--- src/source/wb_pkg.sv ---
package wb_pkg;

    // target of one result slot
    typedef enum logic [1:0] {
        kind_none = 2'd0,
        kind_gpr  = 2'd1,
        kind_seg  = 2'd2,
        kind_mem  = 2'd3
    } wb_kind_e;

    // control flow class of the retiring instruction
    typedef enum logic [1:0] {
        flow_plain  = 2'd0,
        flow_branch = 2'd1, // near jump or jcc
        flow_far    = 2'd2, // loads CS and EIP together
        flow_halt   = 2'd3
    } wb_flow_e;

    // one result slot, 102 bits
    typedef struct packed {
        logic        wr_en;
        wb_kind_e    kind;
        logic [2:0]  idx;   // gpr or segment number
        logic [31:0] addr;  // linear address for memory slots
        logic [63:0] data;
    } wb_slot_t;

    // one retiring instruction
    typedef struct packed {
        logic                valid;
        logic [31:0]         eip;
        logic [31:0]         fall_eip; // eip of the next sequential instruction
        logic [1:0]          op_size;
        logic [3:0]          size_ovr; // one-hot memory size override
        wb_flow_e            flow;
        wb_slot_t [3:0]      slot;
    } wb_bundle_t;

    // branch outcome from execute
    typedef struct packed {
        logic        valid;
        logic        taken;
        logic        correct;  // prediction matched
        logic [31:0] fip;
        logic [31:0] fip_p1;   // fip plus one fetch line
    } wb_branch_t;

    // register or segment write port
    typedef struct packed {
        logic        en;
        logic [2:0]  idx;
        logic [31:0] data;
    } wb_reg_wr_t;

    // pending memory write
    typedef struct packed {
        logic [31:0] addr;
        logic [63:0] data;
        logic [1:0]  size; // log2 of byte count
    } wb_store_t;

    // fetch redirect
    typedef struct packed {
        logic        resteer;
        logic [31:0] new_fip_e;
        logic [31:0] new_fip_o;
        logic [31:0] new_eip;
    } wb_redirect_t;

    // exception report, ie_type[3] marks an interrupt
    typedef struct packed {
        logic       valid;
        logic [3:0] ie_type;
    } wb_ie_t;

endpackage

--- src/source/wb_result_router.sv ---
`timescale 1ns/1ps

module wb_result_router #(
    parameter int num_slots = 4
) (
    input  wb_pkg::wb_bundle_t                   bundle,
    input  logic                                 ie_active,
    input  logic                                 queue_full,
    output logic                                 valid_out,
    output logic                                 stall,
    output wb_pkg::wb_reg_wr_t [num_slots-1:0]   gpr_wr,
    output wb_pkg::wb_reg_wr_t [num_slots-1:0]   seg_wr,
    output logic                                 push,
    output wb_pkg::wb_store_t                    push_data
);

    logic                 far;
    logic [num_slots-1:0] mem_hit;  // slots asking for a store
    logic [1:0]           mem_size;

    assign far = (bundle.flow == wb_pkg::flow_far);

    always_comb begin
        for (int i = 0; i < num_slots; i++) begin
            mem_hit[i] = bundle.valid && bundle.slot[i].wr_en &&
                         (bundle.slot[i].kind == wb_pkg::kind_mem);
        end
    end

    // a store that meets a full queue holds the whole instruction
    assign stall     = (|mem_hit) & queue_full;
    assign valid_out = bundle.valid & ~stall & ~ie_active;
    assign push      = valid_out & (|mem_hit);

    // override first, then far transfer, then op size
    always_comb begin
        mem_size = bundle.op_size;
        if (|bundle.size_ovr) begin
            for (int k = 3; k >= 0; k--) begin
                if (bundle.size_ovr[k]) mem_size = 2'(k); // lowest set bit wins
            end
        end else if (far) begin
            mem_size = 2'd3;
        end
    end

    // one store per instruction, lowest slot taken
    always_comb begin
        push_data = '0;
        for (int i = num_slots - 1; i >= 0; i--) begin
            if (mem_hit[i]) begin
                push_data.addr = bundle.slot[i].addr;
                push_data.data = bundle.slot[i].data;
            end
        end
        push_data.size = mem_size;
    end

    always_comb begin
        for (int i = 0; i < num_slots; i++) begin
            gpr_wr[i].en   = valid_out && bundle.slot[i].wr_en &&
                             (bundle.slot[i].kind == wb_pkg::kind_gpr);
            gpr_wr[i].idx  = bundle.slot[i].idx;
            gpr_wr[i].data = bundle.slot[i].data[31:0];

            seg_wr[i].en   = valid_out && bundle.slot[i].wr_en &&
                             (bundle.slot[i].kind == wb_pkg::kind_seg);
            seg_wr[i].idx  = bundle.slot[i].idx;
            seg_wr[i].data = bundle.slot[i].data[31:0];
            // far jmp/call carries the CS selector above the offset
            if (far && i == 0) begin
                seg_wr[i].data = {16'h0000, bundle.slot[i].data[47:32]};
            end
        end
    end

endmodule

--- src/source/wb_arch_regs.sv ---
`timescale 1ns/1ps

module wb_arch_regs #(
    parameter int num_slots = 4,
    parameter int num_gprs  = 8,
    parameter int num_segs  = 6
) (
    input  logic                                 clk,
    input  logic                                 arst_n,
    input  wb_pkg::wb_reg_wr_t [num_slots-1:0]   gpr_wr,
    input  wb_pkg::wb_reg_wr_t [num_slots-1:0]   seg_wr,
    input  logic [$clog2(num_gprs)-1:0]          gpr_rd_addr,
    output logic [31:0]                          gpr_rd_data,
    input  logic [$clog2(num_segs)-1:0]          seg_rd_addr,
    output logic [15:0]                          seg_rd_data
);

    logic [31:0] gprs [num_gprs];
    logic [15:0] segs [num_segs];

    // later slots overwrite earlier ones on the same index
    always_ff @(posedge clk or negedge arst_n) begin
        if (!arst_n) begin
            for (int r = 0; r < num_gprs; r++) begin
                gprs[r] <= '0;
            end
        end else begin
            for (int i = 0; i < num_slots; i++) begin
                if (gpr_wr[i].en && int'(gpr_wr[i].idx) < num_gprs) begin
                    gprs[gpr_wr[i].idx] <= gpr_wr[i].data;
                end
            end
        end
    end

    always_ff @(posedge clk or negedge arst_n) begin
        if (!arst_n) begin
            for (int r = 0; r < num_segs; r++) begin
                segs[r] <= '0;
            end
        end else begin
            for (int i = 0; i < num_slots; i++) begin
                // indices 6 and 7 name no segment register
                if (seg_wr[i].en && int'(seg_wr[i].idx) < num_segs) begin
                    segs[seg_wr[i].idx] <= seg_wr[i].data[15:0];
                end
            end
        end
    end

    assign gpr_rd_data = gprs[gpr_rd_addr];

    always_comb begin
        seg_rd_data = '0;
        if (int'(seg_rd_addr) < num_segs) begin
            seg_rd_data = segs[seg_rd_addr];
        end
    end

endmodule

--- src/source/wb_store_queue.sv ---
`timescale 1ns/1ps

module wb_store_queue #(
    parameter int queue_depth = 4
) (
    input  logic              clk,
    input  logic              arst_n,
    input  logic              push,
    input  wb_pkg::wb_store_t push_data,
    output logic              full,
    output logic              mem_req_valid,
    output wb_pkg::wb_store_t mem_req,
    input  logic              mem_ack
);

    localparam int ptr_w = $clog2(queue_depth);
    localparam int cnt_w = $clog2(queue_depth + 1);

    wb_pkg::wb_store_t  entries [queue_depth];
    logic [ptr_w-1:0]   wr_ptr;
    logic [ptr_w-1:0]   rd_ptr;
    logic [cnt_w-1:0]   count;
    logic               do_push;
    logic               do_pop;

    assign full          = (count == cnt_w'(queue_depth));
    assign mem_req_valid = (count != '0);
    assign mem_req       = entries[rd_ptr]; // oldest store, stable until acked

    assign do_pop  = mem_ack & mem_req_valid;
    assign do_push = push & (~full | do_pop); // room opens when the head leaves

    always_ff @(posedge clk or negedge arst_n) begin
        if (!arst_n) begin
            wr_ptr <= '0;
            rd_ptr <= '0;
            count  <= '0;
        end else begin
            if (do_push) wr_ptr <= wr_ptr + 1'b1; // wraps, depth is a power of two
            if (do_pop)  rd_ptr <= rd_ptr + 1'b1;
            case ({do_push, do_pop})
                2'b10:   count <= count + 1'b1;
                2'b01:   count <= count - 1'b1;
                default: count <= count;
            endcase
        end
    end

    always_ff @(posedge clk) begin
        if (do_push) begin
            entries[wr_ptr] <= push_data;
        end
    end

endmodule

--- src/source/wb_control_flow.sv ---
`timescale 1ns/1ps

module wb_control_flow (
    input  logic                 clk,
    input  logic                 arst_n,
    input  wb_pkg::wb_bundle_t   bundle,
    input  wb_pkg::wb_branch_t   branch,
    input  logic                 ie,
    input  logic [2:0]           ie_type,
    input  logic                 interrupt,
    input  logic                 valid_out,
    output logic                 ie_active,
    output wb_pkg::wb_redirect_t redirect,
    output wb_pkg::wb_ie_t       ie_out,
    output logic [31:0]          arch_eip,
    output logic                 halt_flop
);

    logic        far;
    logic        taken;
    logic [31:0] target_eip;
    logic [31:0] line_a;   // aligned target line
    logic [31:0] line_b;   // aligned next line
    logic [3:0]  last_ie_type;

    assign far   = (bundle.flow == wb_pkg::flow_far);
    assign taken = branch.valid & branch.taken;

    // exception or interrupt only counts with a live instruction
    assign ie_active = bundle.valid & (ie | interrupt);

    // far transfer takes its offset from slot 0, selector goes to CS
    assign target_eip = far ? bundle.slot[0].data[31:0] : branch.fip;

    assign line_a = {branch.fip[31:4], 4'h0};
    assign line_b = {branch.fip_p1[31:4], 4'h0};

    always_comb begin
        redirect.resteer = valid_out & branch.valid & ~branch.correct;
        redirect.new_eip = taken ? target_eip : bundle.fall_eip;
        // bit 4 of the target picks which bank holds it
        if (branch.fip[4]) begin
            redirect.new_fip_e = line_b;
            redirect.new_fip_o = line_a;
        end else begin
            redirect.new_fip_e = line_a;
            redirect.new_fip_o = line_b;
        end
    end

    // type holds the last cause between reports
    always_comb begin
        ie_out.valid   = ie_active;
        ie_out.ie_type = ie_active ? {interrupt, ie_type} : last_ie_type;
    end

    always_ff @(posedge clk or negedge arst_n) begin
        if (!arst_n) begin
            arch_eip     <= '0;
            halt_flop    <= 1'b0;
            last_ie_type <= '0;
        end else begin
            if (valid_out) begin
                arch_eip <= redirect.new_eip; // committed eip
            end
            if (valid_out && bundle.flow == wb_pkg::flow_halt) begin
                halt_flop <= 1'b1; // sticky until reset
            end
            if (ie_active) begin
                last_ie_type <= {interrupt, ie_type};
            end
        end
    end

endmodule

--- src/source/wb_stage_top.sv ---
`timescale 1ns/1ps

module wb_stage_top #(
    parameter int num_slots   = 4,
    parameter int queue_depth = 4,
    parameter int num_gprs    = 8,
    parameter int num_segs    = 6
) (
    input  logic                          clk,
    input  logic                          arst_n,
    input  wb_pkg::wb_bundle_t            bundle,
    input  wb_pkg::wb_branch_t            branch,
    input  logic                          ie,
    input  logic [2:0]                    ie_type,
    input  logic                          interrupt,
    input  logic                          mem_ack,
    input  logic [$clog2(num_gprs)-1:0]   gpr_rd_addr,
    input  logic [$clog2(num_segs)-1:0]   seg_rd_addr,
    output logic                          mem_req_valid,
    output wb_pkg::wb_store_t             mem_req,
    output logic                          valid_out,
    output logic                          stall,
    output wb_pkg::wb_redirect_t          redirect,
    output wb_pkg::wb_ie_t                ie_out,
    output logic [31:0]                   arch_eip,
    output logic                          halt_flop,
    output logic [31:0]                   gpr_rd_data,
    output logic [15:0]                   seg_rd_data
);

    logic                               ie_active;
    logic                               queue_full;
    logic                               push;
    wb_pkg::wb_store_t                  push_data;
    wb_pkg::wb_reg_wr_t [num_slots-1:0] gpr_wr;
    wb_pkg::wb_reg_wr_t [num_slots-1:0] seg_wr;

    wb_result_router #(.num_slots(num_slots)) router_inst (
        .bundle(bundle), .ie_active(ie_active), .queue_full(queue_full),
        .valid_out(valid_out), .stall(stall), .gpr_wr(gpr_wr), .seg_wr(seg_wr),
        .push(push), .push_data(push_data)
    );

    wb_arch_regs #(.num_slots(num_slots), .num_gprs(num_gprs), .num_segs(num_segs)) regs_inst (
        .clk(clk), .arst_n(arst_n), .gpr_wr(gpr_wr), .seg_wr(seg_wr),
        .gpr_rd_addr(gpr_rd_addr), .gpr_rd_data(gpr_rd_data),
        .seg_rd_addr(seg_rd_addr), .seg_rd_data(seg_rd_data)
    );

    wb_store_queue #(.queue_depth(queue_depth)) queue_inst (
        .clk(clk), .arst_n(arst_n), .push(push), .push_data(push_data),
        .full(queue_full), .mem_req_valid(mem_req_valid), .mem_req(mem_req),
        .mem_ack(mem_ack)
    );

    wb_control_flow flow_inst (
        .clk(clk), .arst_n(arst_n), .bundle(bundle), .branch(branch),
        .ie(ie), .ie_type(ie_type), .interrupt(interrupt), .valid_out(valid_out),
        .ie_active(ie_active), .redirect(redirect), .ie_out(ie_out),
        .arch_eip(arch_eip), .halt_flop(halt_flop)
    );

endmodule

--- config.mk ---
export PLATFORM = sky130hd
export DESIGN_NAME = wb_stage_top
export DESIGN_NICKNAME = d
export VERILOG_FILES = /design/src/source/wb_pkg.sv /design/src/source/wb_result_router.sv /design/src/source/wb_arch_regs.sv /design/src/source/wb_store_queue.sv /design/src/source/wb_control_flow.sv /design/src/source/wb_stage_top.sv
export SDC_FILE = /design/constraint.sdc
export NUM_CORES = 2
export LEC_CHECK = 0
export BUFFER_PORTS_ARGS = -buffer_cell sky130_fd_sc_hd__clkbuf_2
export CAP_MARGIN = 20
export CORE_MARGIN = 2
export CORE_UTILIZATION = 29
export DETAILED_ROUTE_END_ITERATION = 12
export HOLD_SLACK_MARGIN = 0.05
export PLACE_DENSITY_LB_ADDON = 0.05
export SLEW_MARGIN = 5
export SYNTH_ARGS = -nofsm -noshare
export SYNTH_HDL_FRONTEND = slang
export SYNTH_SLANG_ARGS = --single-unit
--- constraint.sdc ---
create_clock -name clk -period 9.5 [get_ports clk]
set_input_delay 0.95 -clock clk [delete_from_list [all_inputs] [get_ports clk]]
set_output_delay 0.95 -clock clk [all_outputs]
set_load 0.02 [all_outputs]
# Yosys cells after proc, flatten, opt, wreduce, memory -nomap -nowiden
# Memories as Yosys holds them, arrays and structs flattened.
# Cells that the tools add are included.
[totals] regBits=396 mem_bits_rw=392 out_inout_bits=284 mem_count=1
[mem_list] memory="queue_inst.entries" words=4 word_bits=98 read_ports=1 rd_ports_with_merged_regs=0 wr=1 line_no="wb_store_queue.sv:19" text="wb_pkg::wb_store_t entries [queue_depth];"
[op_classes] addsub=4 magnitude_cmp=15 eq_ne=17 n_mux=57 bitwise_logic=22 reduce_logical=33
[op_table] operator="$bwmux W256" n=4
[op_table] operator="$mux W256" n=4
[op_table] operator="$mux W96" n=8
[op_table] operator="$bwmux W96" n=4
[op_table] operator="$demux W32 S3" n=4
[op_table] operator="$mux W32" n=8
[op_table] operator="$demux W16 S3" n=4
[op_table] operator="$mux W16" n=8
[op_table] operator="$bmux W32 S3" n=1
[op_table] operator="$mux W64" n=1
[op_table] operator="$bmux W16 S3" n=1
[op_table] operator="$logic_and A1 B1 Y1" n=29
[op_table] operator="$ge A4 B4 Y1 const B" n=6
[op_table] operator="$not A3 Y4" n=6
[op_table] operator="$eq A2 B2 Y1 const B" n=11
[op_table] operator="$lt A4 B1 Y1 const B" n=4
[op_table] operator="$lt A3 B3 Y1 const B" n=5
[op_table] operator="$mux W2" n=6
[op_table] operator="$and A1 B1 Y1" n=10
[op_table] operator="$eq A2 B1 Y1 const B" n=5
[op_table] operator="$reduce_or A4 Y1" n=2
[op_table] operator="$pmux W3 S2" n=1
[op_table] operator="$add A2 B1 Y2 const B" n=2
[op_table] operator="$mux W4" n=1
[op_table] operator="8 further kinds" n=13

# Logic depth before layout (Yosys ltp)
[logic_depth] ltp_word=17 depth_mapped=12 mapped_depth_nobuf=10

# Cells and area by module
# A second synthesis with hierarchy kept.
[hier_totals] cells_unflattened=3981 hier_area_um2=46128.0
[modules_own_cells] module="wb_arch_regs" n_inst=1 cells_each=2411 area_each_um2=23979.2 seq_area_each_um2=8808.4
[modules_own_cells] module="wb_store_queue" n_inst=1 cells_each=565 area_each_um2=14602.8 seq_area_each_um2=11946.5
[modules_own_cells] module="wb_result_router" n_inst=1 cells_each=666 area_each_um2=4456.8 seq_area_each_um2=0.0
[modules_own_cells] module="wb_control_flow" n_inst=1 cells_each=339 area_each_um2=3089.2 seq_area_each_um2=925.9

# Worst setup path after synthesis
# OpenSTA, ideal clock, no wires.
[synth_timing] path_type="input to register" start="input bundle[480] (netlist bit)" end="memory queue_inst.entries[0][0] (netlist bit) (enable)" setup_ps=468 arrival_ps=4313 path_slack_ps=4719 path_stages=6 n_path_buf=2 path_cell_list="buf_2 > and4_1 > buf_2 > nor4_1 > nor3_1 > and2_1"
[synth_between] elab_chain_cells=11 word_cells_on_any_way=19
[synth_rtl] element="start, declared" line_no="wb_stage_top.sv:11" text="input wb_pkg::wb_bundle_t bundle,"
[synth_rtl] element="$logic_and A1 B1 Y1 (2 in series)" line_no="wb_result_router.sv:25" text="mem_hit[i] = bundle.valid && bundle.slot[i].wr_en &&"
[synth_rtl] element="$reduce_or A4 Y1" line_no="wb_result_router.sv:31, wb_result_router.sv:33"
[synth_rtl] element="$and A1 B1 Y1" line_no="wb_result_router.sv:31" text="assign stall = (|mem_hit) & queue_full;"
[synth_rtl] element="$not A1 Y1" line_no="wb_result_router.sv:32" text="assign valid_out = bundle.valid & ~stall & ~ie_active;"
[synth_rtl] element="$and A1 B1 Y1 (2 in series)" line_no="wb_result_router.sv:32"
[synth_rtl] element="$and A1 B1 Y1 (*)" line_no="wb_result_router.sv:33" text="assign push = valid_out & (|mem_hit);"
[synth_rtl] element="$and A1 B1 Y1 (*)" line_no="wb_store_queue.sv:31" text="assign do_push = push & (~full | do_pop);"
[synth_rtl] element="$mux W1 (*)" line_no="wb_store_queue.sv:50" text="if (do_push) begin"
[synth_rtl] element="$mux W1 (not written as such) (*)" line_no="wb_store_queue.sv:51" text="entries[wr_ptr] <= push_data;"
[synth_rtl] element="end, declared" line_no="wb_store_queue.sv:19"
# Mark *: on every way between the ends. The rest lies on a longest branch, timed or not.

==> summary.txt <==
Outcome
  • Status: finished, final reports clean

Critical path
  • CP arrival: 4.06 ns
  • Critical Path Source Type: input port
  • Cell breakdown of the critical path: clkbuf_2 > and4_1 > o41ai_4 > buf_4 > nand2_4 > buf_4 > nor3b_1 > clkbuf_2
  • CP Max Fanout: 35
  • Buffers and inverters on the worst path: 4
  • Slowest cell on the critical path: buf_4
  • Stages on worst setup path: 8
  • WP data required: 8.55 ns
  • CP Capture Type: output pin
  • Top delay family on crit path: buffers and inverters
  • Slowest stage delay, CP: around 0.55 ns
  • R2R cell count: 9
  • Setup Crit Path Kind: input port to output pin

STA
  • Measured slew at the worst slew-check pin: roughly 1.3 ns
  • Max Clock Skew: 0.0638 ns
  • Worst hold slack: 0.344 ns
  • Fin. max-slew vios: 0
  • F_max: 199 MHz
  • Max-slew headroom: 14.4%
  • Tcrit/Tclk final: between 50 and 60%
  • RSZ-0062 raised after global routing: no
  • Final setup violation count: 0
  • Clock period minus final worst setup slack: 5.01 ns
  • Final TNS setup: 0 ns
  • Final Hold Fails: 0

Synthesis
  • Yosys top cell area share: approximately 25%
  • Top cells by count, synth: 563 x nand2_1, 424 x clkbuf_1, 396 x dfrtp_1, 392 x edfxtp_1, 346 x nor2_1
  • Synth async-reset ratio: just over 50%
  • Synthesized area per cell: 10.8 µm²
  • Top FF cell, synth: dfrtp_1
  • Flops & latches, synth: just under 800
  • Syn Std Cell Area: approximately 47,000 µm²
  • Post-Synthesis Cells: 4,340
  • Library cells used by synthesis: 71
  • Post-synth EDFFs: between 300 and 400
  • Synth warn: 0
  • Most frequent cell after synthesis: nand2_1
  • Post-synthesis sequential area ratio: 46.4%
  • Top post-synthesis cells by area: edfxtp_1 25%, dfrtp_1 21%, mux4_2 8.6%, nand2_1 4.5%, mux2i_1 4.5%
  • Dominant cell type by area after synthesis: edfxtp_1

Layout
  • Multi-input gate area: 23,000 µm²
  • Total Nets Final: 5,388
  • Share of layout cells above drive strength 1: 30.6%
  • # fillers: about 16,000
  • Seq. cell area: 21,700 µm²
  • Area Overhead vs Synth: 20.0%

Pwr
  • PwrDens: 202 nW/µm²
  • Clk pwr share: 34.5%
  • Gate power share: 27.4%
  • Internal cell power: 7.48 mW
  • Switching power: 3.82 mW
  • Net Sw Frac: 33.8%
  • Worst IR Drop VDD: 122 µV
  • P_leak: about 23 nW
  • Seq pwr share: between 30% and 40%

Drt
  • DR vias: 42,424
  • Antenna viol nets, final: 0
  • TritonRoute pass-1 iters: 6
  • DR WL/cell: 35.7 µm
  • DR vias/cell: 5.99
  • Post-Route WL: 253,000 µm
  • DRT iter0 DRCs: 4,294
  • Residual DRC: 0

Global routing
  • All-layer global routing usage: 29.7%
  • Largest net degree at the start of global routing: 162
  • Antenna violations before repair: between 40 and 50
  • Vias in the first global route: 41,580
  • Global-route wire length before repair: 345,000 µm
  • Gr ovfl total: 0

CTS
  • Setup Buffers After CTS: 0
  • CTS HTree Levels: 3
  • Worst-skew pair later-pin latency: 0.74 ns
  • TritonCTS buffer count: 98
  • CTS tree: yes
  • Hold-fix buffers, CTS: 0
  • CTS clk-pin slew, worst paths: 0.06 ns
  • Clock Path Buffers: 3
  • Post-CTS sizing: 0
  • CTS sink cnt: approximately 790
  • Root buf cell: clkbuf_16

Min path
  • Worst hold path type: input port to asynchronous set/reset pin

Placed design
  • DP HPWL: about 160,000 µm
  • IO Port Bufs: 801
  • GP Congestion: around 0.83

Floorplanning
  • Die W: 405 µm
  • FP Rows: 147
  • Core box area: approximately 160,000 µm²
  • Number of I/O pins: 846
  • Initial core utilization: about 30%
  • Die height: roughly 410 µm
  • Die Area: 164,000 µm²

Run
  • MaxCap Viol Count: 0
==> layer usage <==
layer	wire (µm)	global-route usage (%)
met5	255	0
met2	117000	47.7
met1	105000	38.9
met4	8650	10.3
met3	22200	7.38
==> registers in the layout, indices dropped and copies added (netlist names) <==
register                flops
queue_inst.rd_ptr           2
queue_inst.wr_ptr           2
flow_inst.arch_eip         32
regs_inst.segs             96
flow_inst.halt_flop         1
queue_inst.count            3
queue_inst.entries        392
regs_inst.gprs            256
flow_inst.last_ie_type      4
==> worst paths after layout <==
path	start	slack, ns	end
max	bundle[480]	4.49	redirect[96]
min	arst_n	0.34	regs_inst.gprs[144]
max reg2reg	queue_inst.count[0]	5.20	regs_inst.gprs[86]
min reg2reg	flow_inst.arch_eip[31]	0.47	flow_inst.arch_eip[31]
max in group asynchronous	arst_n	7.09	regs_inst.segs[80]
min in group clk	flow_inst.arch_eip[31]	0.47	flow_inst.arch_eip[31]
==> power groups by stage <==
| stage | clock network [mW] | logic [mW] | registers (mW) |
|---|---|---|---|
| 2_1_floorplan | 0 | 1.99 | 4.21 |
| 3_3_place_gp | 0 | 3.12 | 4.36 |
| 3_5_place_dp | 0 | 3.13 | 4.36 |
| 4_1_cts | 4.01 | 3.13 | 4.30 |
| 5_1_grt | 4.12 | 3.30 | 4.35 |
| 6_report | 3.90 | 3.10 | 4.30 |
==> cell usage in the layout, fill, tap and decap left out, types with 126 or more instances in the layout <==
cell	synthesis	layout
mux2i_1	208	208
nand2_1	563	561
a221oi_1	137	137
clkbuf_2	7	797
mux4_2	178	178
mux2_2	163	163
dfrtp_1	396	394
a221o_1	126	126
edfxtp_1	392	392
nor2_1	346	329
a22oi_1	158	158
==> cell type report <==
cell class | instances | share of cell area (%)
Tap cell | 2160 | 4.82
Clock buffer | 129 | 4.80
Sequential cell | 788 | 38.7
Timing Repair Buffer | 930 | 9.02
Multi-Input combinational cell | 2924 | 41.0
Antenna cell | 17 | 0.0759
Inverter | 78 | 0.531
Clock inverter | 52 | 1.10
==> per-stage QoR <==
stage | setup slack (ns) | area, µm² | utilization, % | cells | total power, mW
finish | 4.49 | 56100 | 35.0 | 7078 | 11.3
CTS | 4.57 | 56000 | 34.9 | 7058 | 11.4
floorplan | 4.72 | 46700 | - | 4347 | 6.19
global placement | 4.23 | 52600 | 32.8 | 6871 | 7.48
detailed placement | 4.23 | 52700 | 32.9 | 6877 | 7.49
global route | 4.47 | 56000 | 35.0 | 7072 | 11.8
==> cell families (layout without fill, tap and decap cells) <==
family,count (synthesis),in the layout,share of synthesized area (%)
compound gates,1307,1307,21.6
simple gates,1044,1044,9.28
flops,788,788,46.4
buf+inv,635,1189,5.34
mux,553,553,17.1
fa+ha+maj,6,6,0.177
xor+xnor,6,6,0.113
other cells,1,25,0.00803
No activity file was read; power rests on OpenSTA's default activity.
